$ cat src/verilog/div_defines.svh
////////////////////////////////////////////////////////////
// widths, opcode and function codes for the RV32M divider
////////////////////////////////////////////////////////////

`ifndef DIV_DEFINES_SVH
`define DIV_DEFINES_SVH

////////////////////////////////////////////////////////////
// datapath
////////////////////////////////////////////////////////////

`define DIV_XLEN       32          // operand and result width
`define DIV_CNT_W      5           // log2 of DIV_XLEN

////////////////////////////////////////////////////////////
// instruction encoding
////////////////////////////////////////////////////////////

// register-register major opcode
`define DIV_OPC_OP     7'b0110011
`define DIV_F7_MULDIV  7'b0000001  // M extension funct7

// funct3 of the divide group
`define DIV_F3_DIV     3'b100
`define DIV_F3_DIVU    3'b101
`define DIV_F3_REM     3'b110
`define DIV_F3_REMU    3'b111

`endif

$ cat src/verilog/div_pkg.sv
////////////////////////////////////////////////////////////
// instruction word views, issue and decode types
////////////////////////////////////////////////////////////

`default_nettype none

`include "div_defines.svh"

package div_pkg;

  ////////////////////////////////////////////////////////////
  // instruction word
  ////////////////////////////////////////////////////////////

  typedef struct packed {
    logic [6:0] funct7;
    logic [4:0] rs2;
    logic [4:0] rs1;
    logic [2:0] funct3;
    logic [4:0] rd;
    logic [6:0] opcode;
  } rtype_t;

  // same 32 bits, raw or split into R-type fields
  typedef union packed {
    logic [31:0] raw;
    rtype_t      r;
  } insn_u;

  typedef struct packed {
    logic  bubble;  // slot carries no instruction
    insn_u insn;
  } div_insn_t;

  ////////////////////////////////////////////////////////////
  // decode result
  ////////////////////////////////////////////////////////////

  typedef enum logic [1:0] {
    OP_DIV  = 2'b00,
    OP_DIVU = 2'b01,
    OP_REM  = 2'b10,
    OP_REMU = 2'b11
  } div_op_e;

  typedef struct packed {
    logic                 valid;      // divide-class instruction
    div_op_e              op;
    logic                 early;      // result known without dividing
    logic [`DIV_XLEN-1:0] early_val;
    logic [`DIV_XLEN-1:0] dividend;   // magnitude
    logic [`DIV_XLEN-1:0] divisor;    // magnitude
    logic                 neg_q;      // negate quotient
    logic                 neg_s;      // negate remainder
  } div_setup_t;

endpackage

`default_nettype wire

$ cat src/verilog/div_setup.sv
////////////////////////////////////////////////////////////
// divide instruction decode, early results, operand magnitudes
////////////////////////////////////////////////////////////

`timescale 1ns/1ns
`default_nettype none

`include "div_defines.svh"

module div_setup (
  input  div_pkg::div_insn_t   id_insn_i,
  input  logic [`DIV_XLEN-1:0] opa_i,
  input  logic [`DIV_XLEN-1:0] opb_i,
  output div_pkg::div_setup_t  setup_o
);

  localparam logic [`DIV_XLEN-1:0] MIN_NEG = {1'b1, {(`DIV_XLEN-1){1'b0}}};

  div_pkg::rtype_t      rt;
  logic                 valid;
  div_pkg::div_op_e     op;
  logic                 is_signed;
  logic                 div_zero;
  logic                 ovf;
  logic [`DIV_XLEN-1:0] early_val;
  logic                 sign_a;
  logic                 sign_b;

  assign rt = id_insn_i.insn.r;   // R-type view of the word

  ////////////////////////////////////////////////////////////
  // operation decode
  ////////////////////////////////////////////////////////////

  always_comb
  begin
    valid = 1'b0;
    op    = div_pkg::OP_DIV;
    if (rt.opcode == `DIV_OPC_OP && rt.funct7 == `DIV_F7_MULDIV)
    begin
      case (rt.funct3)
        `DIV_F3_DIV:
        begin
          valid = 1'b1;
          op    = div_pkg::OP_DIV;
        end
        `DIV_F3_DIVU:
        begin
          valid = 1'b1;
          op    = div_pkg::OP_DIVU;
        end
        `DIV_F3_REM:
        begin
          valid = 1'b1;
          op    = div_pkg::OP_REM;
        end
        `DIV_F3_REMU:
        begin
          valid = 1'b1;
          op    = div_pkg::OP_REMU;
        end
        default: valid = 1'b0;   // MUL group
      endcase
    end
  end

  assign is_signed = (op == div_pkg::OP_DIV) || (op == div_pkg::OP_REM);
  assign sign_a    = is_signed & opa_i[`DIV_XLEN-1];
  assign sign_b    = is_signed & opb_i[`DIV_XLEN-1];

  // exceptions
  assign div_zero = ~|opb_i;
  assign ovf      = is_signed && (opa_i == MIN_NEG) && (&opb_i);  // -2^31 / -1

  always_comb
  begin
    case (op)
      div_pkg::OP_DIV,
      div_pkg::OP_DIVU: early_val = div_zero ? {`DIV_XLEN{1'b1}} : MIN_NEG;
      default:          early_val = div_zero ? opa_i : '0;
    endcase
  end

  ////////////////////////////////////////////////////////////
  // decode result
  ////////////////////////////////////////////////////////////

  assign setup_o.valid     = valid;
  assign setup_o.op        = op;
  assign setup_o.early     = div_zero | ovf;
  assign setup_o.early_val = early_val;
  assign setup_o.dividend  = sign_a ? -opa_i : opa_i;
  assign setup_o.divisor   = sign_b ? -opb_i : opb_i;
  assign setup_o.neg_q     = sign_a ^ sign_b;
  assign setup_o.neg_s     = sign_a;

endmodule

`default_nettype wire

$ cat src/verilog/div_core.sv
////////////////////////////////////////////////////////////
// restoring shift-subtract datapath and step counter
////////////////////////////////////////////////////////////

`timescale 1ns/1ns
`default_nettype none

`include "div_defines.svh"

module div_core (
  input  logic                  clk_i,
  input  logic                  rst_ni,
  input  logic                  load_i,
  input  logic                  step_i,
  input  div_pkg::div_setup_t   setup_i,
  output logic                  last_o,
  output logic [`DIV_XLEN-1:0]  quot_o,
  output logic [`DIV_XLEN-1:0]  rem_o
);

  logic [`DIV_XLEN-1:0]  p_q;        // partial remainder
  logic [`DIV_XLEN-1:0]  a_q;        // dividend, becomes quotient
  logic [`DIV_XLEN-1:0]  b_q;        // divisor
  logic [`DIV_CNT_W-1:0] cnt_q;
  logic [`DIV_XLEN:0]    p_shl;      // remainder shifted, one extra bit
  logic [`DIV_XLEN:0]    p_minus_b;

  assign p_shl     = {p_q, a_q[`DIV_XLEN-1]};
  assign p_minus_b = p_shl - {1'b0, b_q};

  // step counter
  always_ff @(posedge clk_i, negedge rst_ni)
    if (!rst_ni)
      cnt_q <= '0;
    else if (load_i)
      cnt_q <= '1;
    else if (step_i)
      cnt_q <= cnt_q - 1'b1;

  ////////////////////////////////////////////////////////////
  // shift-subtract pair
  ////////////////////////////////////////////////////////////

  always_ff @(posedge clk_i)
  begin
    if (load_i)
    begin
      p_q <= '0;
      a_q <= setup_i.dividend;
      b_q <= setup_i.divisor;
    end
    else if (step_i)
    begin
      if (p_minus_b[`DIV_XLEN])   // negative, restore
      begin
        p_q <= p_shl[`DIV_XLEN-1:0];
        a_q <= {a_q[`DIV_XLEN-2:0], 1'b0};
      end
      else
      begin
        p_q <= p_minus_b[`DIV_XLEN-1:0];
        a_q <= {a_q[`DIV_XLEN-2:0], 1'b1};
      end
    end
  end

  assign last_o = ~|cnt_q;
  assign quot_o = a_q;
  assign rem_o  = p_q;

endmodule

`default_nettype wire

$ cat src/verilog/div_ctrl.sv
////////////////////////////////////////////////////////////
// divider FSM, stall and bubble generation, result register
////////////////////////////////////////////////////////////

`timescale 1ns/1ns
`default_nettype none

`include "div_defines.svh"

module div_ctrl (
  input  logic                 clk_i,
  input  logic                 rst_ni,
  input  logic                 ex_stall_i,
  input  logic                 mem_stall_i,
  input  logic                 bubble_i,
  input  div_pkg::div_setup_t  setup_i,
  input  logic                 last_i,
  input  logic [`DIV_XLEN-1:0] quot_i,
  input  logic [`DIV_XLEN-1:0] rem_i,
  output logic                 load_o,
  output logic                 step_o,
  output logic                 div_stall_o,
  output logic                 div_bubble_o,
  output logic [`DIV_XLEN-1:0] div_r_o
);

  typedef enum logic [1:0] {
    ST_CHK = 2'b00,
    ST_DIV = 2'b01,
    ST_RES = 2'b10
  } state_e;

  state_e               state_q;
  logic                 issue;
  logic                 res_done;
  div_pkg::div_op_e     op_q;      // latched at issue
  logic                 neg_q_q;
  logic                 neg_s_q;
  logic [`DIV_XLEN-1:0] res_fix;   // sign corrected result

  assign issue    = (state_q == ST_CHK) && !ex_stall_i && !bubble_i && setup_i.valid;
  assign load_o   = issue && !setup_i.early;
  assign step_o   = (state_q == ST_DIV);
  assign res_done = (state_q == ST_RES) && !mem_stall_i;

  ////////////////////////////////////////////////////////////
  // state machine
  ////////////////////////////////////////////////////////////

  always_ff @(posedge clk_i, negedge rst_ni)
    if (!rst_ni)
    begin
      state_q      <= ST_CHK;
      div_stall_o  <= 1'b0;
      div_bubble_o <= 1'b1;
    end
    else
    begin
      div_bubble_o <= 1'b1;   // single cycle pulse low
      case (state_q)
        ST_CHK:
          if (issue)
          begin
            if (setup_i.early)
              div_bubble_o <= 1'b0;
            else
            begin
              state_q     <= ST_DIV;
              div_stall_o <= 1'b1;
            end
          end
        ST_DIV: if (last_i) state_q <= ST_RES;   // last step this edge
        ST_RES:
          if (!mem_stall_i)
          begin
            state_q      <= ST_CHK;
            div_stall_o  <= 1'b0;
            div_bubble_o <= 1'b0;
          end
        default: state_q <= ST_CHK;
      endcase
    end

  // quotient or remainder, then sign fix
  always_comb
  begin
    case (op_q)
      div_pkg::OP_DIV:  res_fix = neg_q_q ? -quot_i : quot_i;
      div_pkg::OP_DIVU: res_fix = quot_i;
      div_pkg::OP_REM:  res_fix = neg_s_q ? -rem_i : rem_i;
      default:          res_fix = rem_i;
    endcase
  end

  always_ff @(posedge clk_i)
  begin
    if (load_o)
    begin
      op_q    <= setup_i.op;
      neg_q_q <= setup_i.neg_q;
      neg_s_q <= setup_i.neg_s;
    end
    if (issue && setup_i.early)
      div_r_o <= setup_i.early_val;
    else if (res_done)
      div_r_o <= res_fix;
  end

endmodule

`default_nettype wire

$ cat src/verilog/riscv_div.sv
////////////////////////////////////////////////////////////
// RV32M divider top, decode + datapath + controller
////////////////////////////////////////////////////////////

`timescale 1ns/1ns
`default_nettype none

`include "div_defines.svh"

module riscv_div (
  input  logic                 clk_i,
  input  logic                 rst_ni,
  input  logic                 mem_stall_i,
  input  logic                 ex_stall_i,
  input  div_pkg::div_insn_t   id_insn_i,
  input  logic [`DIV_XLEN-1:0] opa_i,
  input  logic [`DIV_XLEN-1:0] opb_i,
  output logic                 div_stall_o,
  output logic                 div_bubble_o,
  output logic [`DIV_XLEN-1:0] div_r_o
);

  div_pkg::div_setup_t  setup;
  logic                 load;
  logic                 step;
  logic                 last;
  logic [`DIV_XLEN-1:0] quot;
  logic [`DIV_XLEN-1:0] rem;

  div_setup u_setup (
    .id_insn_i (id_insn_i),
    .opa_i     (opa_i),
    .opb_i     (opb_i),
    .setup_o   (setup)
  );

  div_core u_core (
    .clk_i     (clk_i),
    .rst_ni    (rst_ni),
    .load_i    (load),
    .step_i    (step),
    .setup_i   (setup),
    .last_o    (last),
    .quot_o    (quot),
    .rem_o     (rem)
  );

  div_ctrl u_ctrl (
    .clk_i        (clk_i),
    .rst_ni       (rst_ni),
    .ex_stall_i   (ex_stall_i),
    .mem_stall_i  (mem_stall_i),
    .bubble_i     (id_insn_i.bubble),   // empty issue slot
    .setup_i      (setup),
    .last_i       (last),
    .quot_i       (quot),
    .rem_i        (rem),
    .load_o       (load),
    .step_o       (step),
    .div_stall_o  (div_stall_o),
    .div_bubble_o (div_bubble_o),
    .div_r_o      (div_r_o)
  );

endmodule

`default_nettype wire

$ cat config.mk
export PLATFORM = sky130hd
export DESIGN_NAME = riscv_div
export DESIGN_NICKNAME = d
export VERILOG_FILES = /design/src/verilog/div_pkg.sv /design/src/verilog/div_setup.sv /design/src/verilog/div_core.sv /design/src/verilog/div_ctrl.sv /design/src/verilog/riscv_div.sv
export VERILOG_INCLUDE_DIRS = /design/src /design/src/verilog
export SDC_FILE = /design/constraint.sdc
export NUM_CORES = 1
export LEC_CHECK = 0
export ABC_AREA = 1
export BUFFER_PORTS_ARGS = -buffer_cell sky130_fd_sc_hd__buf_2
export CORE_ASPECT_RATIO = 1.1
export CORE_MARGIN = 1.5
export CORE_UTILIZATION = 40
export DETAILED_ROUTE_END_ITERATION = 10
export GPL_ROUTABILITY_DRIVEN = 0
export PLACE_DENSITY = 0.6
export SLEW_MARGIN = 20
export SYNTH_ARGS = -nofsm -noshare
export SYNTH_HDL_FRONTEND = slang
export SYNTH_SLANG_ARGS = --single-unit
$ cat constraint.sdc
create_clock -name clk_i -period 5.37 [get_ports clk_i]
set_input_delay 1.074 -clock clk_i [delete_from_list [all_inputs] [get_ports clk_i]]
set_output_delay 1.074 -clock clk_i [all_outputs]
set_load 0.03 [all_outputs]
==> out/results.ini <==
[global_routing]
grt_max_degree=40
grt_pass1_vias=12850
grt_overflow_total=0
grt_pass1_wl_um=69090
antenna_found_initial=0
grt_usage_pct=26.74

[yosys]
synth.distinct_cells=47
async_reset_ff_share_pct=6.383
synth_area_leaders=edfxtp_1, nand2_1, nand3_1
synth_seq_cells=141
ys.flop_type=edfxtp_1
synth.avg_cell_area_um2=6.199
seq_area_frac_synth_pct=29.77
synth-edff-count=100
yosysMostFrequentCell=nand2_1
syn-cell-area_um2=13000
yosysWarnings=0
yosysTopAreaCell=edfxtp_1
yosysTopAreaCellShare_pct=23.10
syn_inst=2097
yosys-top-cells-count=nand2_1, inv_1, nand3_1, nor2_1, edfxtp_1
synth.net_count=2238

[clock_network]
postCtsHoldBufs=0
insertion_delay_ns=0.45
post-cts-setup-buffers=0
tritoncts=done
ctsResizeCount=0
cts.sinks=141
clock_path_buffers=2
cts.htree.levels=4
clk_pin_slew_worst_paths_ns=0.07
tritoncts.num_buffers=17
clockRootBuffer=clkbuf_16

[sta]
setup_ws_ns=1.895
min_period_ns=3.475
clock_skew_ns=0.01602
final-setup-viol-count=0
period_share_pct=64.70
timing.final.hold_violations=0
worst_pin_slew_ns=0.9994
timing.fmax_mhz=287.8
slew_headroom_pct=33.38
rsz0062_at_grt=no
drv_slew=0
fin_setup_tns_ns=0

[layout]
fillCellCount=3490
insertedDiodeCount=0
drive_above_1_share_pct=8.988
syn_to_final_growth_pct=11.65
utilization_pct=45.19
fin_nets=2331

[floorplanning]
start_util_pct=40.48
core_um2=32120
dieWidth_um=174.9
io-pin-count=135
row_count=69
dieArea_um2=33590
die_h_um=192.1

[setup_path]
crit_fanout=39
crit_required_ns=5.44
slowest_stage=inv_2
path_class=in2reg
path_cells=buf_2 -> inv_1 -> ha_1 -> nand3_1 -> nor2_2 -> nand2_1 -> nor2_2 -> nand3_1 -> inv_1 -> nand2_1 -> nand3_2 -> inv_2
cp-end-kind=flop
cp_slowest_stage_delay_ns=0.81
startpoint_type=input port
cp.arrival_ns=3.54
rrSetupSlack_ns=2.03

[pwr]
leakagePower_nw=7.142
power_density_nw_per_um2=179.3
peakVddDrop_mv=0.2077

[drt]
num_vias=13880
final_antenna_net_count=0
drt_iter0_drc=1268
drc=0
drtPass1Iterations=5
drt-total-wl_um=44580
wl_per_cell_um=16.96
viasPerCell=5.279

[flow_run]
drv_cap=0

[placement]
place_ws_ns=1.451
io_buffers=119
dp_hpwl_um=35660

[min_path]
min_path_type=in2async

[run_status]
status=finished clean

==> state kept, by name, indices dropped and copies added (netlist names) <==
signal               count
u_ctrl.div_r_o          32
u_ctrl.op_q              2
u_core.quot_o           32
u_ctrl.div_stall_o       1
u_core.b_q              32
u_ctrl.neg_q_q           1
u_core.cnt_q             5
u_ctrl.state_q           2
u_ctrl.neg_s_q           1
u_ctrl.div_bubble_o      1
u_core.rem_o            32
==> final cells by class <==
cell class	instances	area (µm²)	share of cell area, %
Clock buffer	21	504.2	3.474
Inverter	325	1220	8.405
Tap cell	426	533.0	3.672
Sequential cell	141	3870	26.66
Timing Repair Buffer	131	685.7	4.724
Multi-Input combinational cell	1574	7621	52.51
Clock inverter	11	80.08	0.5517
==> power by group <==
part	internal [mW]	switching, mW	total (mW)	leakage, nW
registers	1.16	0.00785	1.17	1.24
logic	0.0833	0.150	0.234	5.63
clock network	0.675	0.522	1.20	0.277
==> cells in the final DEF, fill, tap and decap left out, types with 39 or more instances in the layout <==
cell      instances
edfxtp_1        100
o21ai_0          91
nand2_1         667
ha_1             39
xor2_1           50
buf_2           119
nand3_1         297
a21oi_1          58
nor2_1          197
inv_1           314
==> worst max-delay path, delay by kind of cell <==
| kind | cells | cell delay (ns) |
|---|---|---|
| adder cells (fa/ha/maj) | 1 | 0.22 |
| buffers and inverters | 4 | 1.07 |
| AND/OR/NAND/NOR | 7 | 1.13 |
==> final timing paths <==
path | from | depth (start not counted) | end
max reg2reg | u_core.quot_o[31] | 15 | u_core.quot_o[0]
max | opa_i[0] | 12 | u_core.b_q[27]
min | rst_ni | 1 | u_ctrl.div_stall_o
min reg2reg | u_ctrl.div_stall_o | 2 | u_ctrl.div_stall_o
max in group asynchronous | rst_ni | 1 | u_ctrl.div_bubble_o
min in group clk_i | u_ctrl.div_stall_o | 2 | u_ctrl.div_stall_o
==> routing by layer <==
layer	vias up	routed length [µm]	track usage, %
met3	78	2918	3.998
met4	0	1417	10.32
met1	6379	19680	35.38
met2	498	20560	43.91
li1	6923	-	-
met5	-	0	0
==> per-stage QoR <==
step / hold slack, ns / total power [mW] / instance area (µm²) / instances
3_3_place_gp: 0.4680 / 1.423 / 13930 / 2597
2_1_floorplan: 0.4642 / 1.328 / 13000 / 2097
4_1_cts: 0.4638 / 2.611 / 14510 / 2629
5_1_grt: 0.4791 / 2.683 / 14510 / 2629
6_report: 0.4663 / 2.602 / 14510 / 2629
3_5_place_dp: 0.4597 / 1.426 / 13930 / 2597
==> cells by family (layout without fill, tap and decap cells) <==
group	after synthesis	in the layout	share of synthesized area, %
adders and majority gates	40	40	3.908
xor gates and xnor gates	75	75	5.053
buffers and inverters	382	488	11.63
DFF	141	141	29.77
AOI/OAI and AO/OA	189	189	7.806
and+or+nand+nor	1270	1270	41.84
Power figures use the tool's default switching activity.
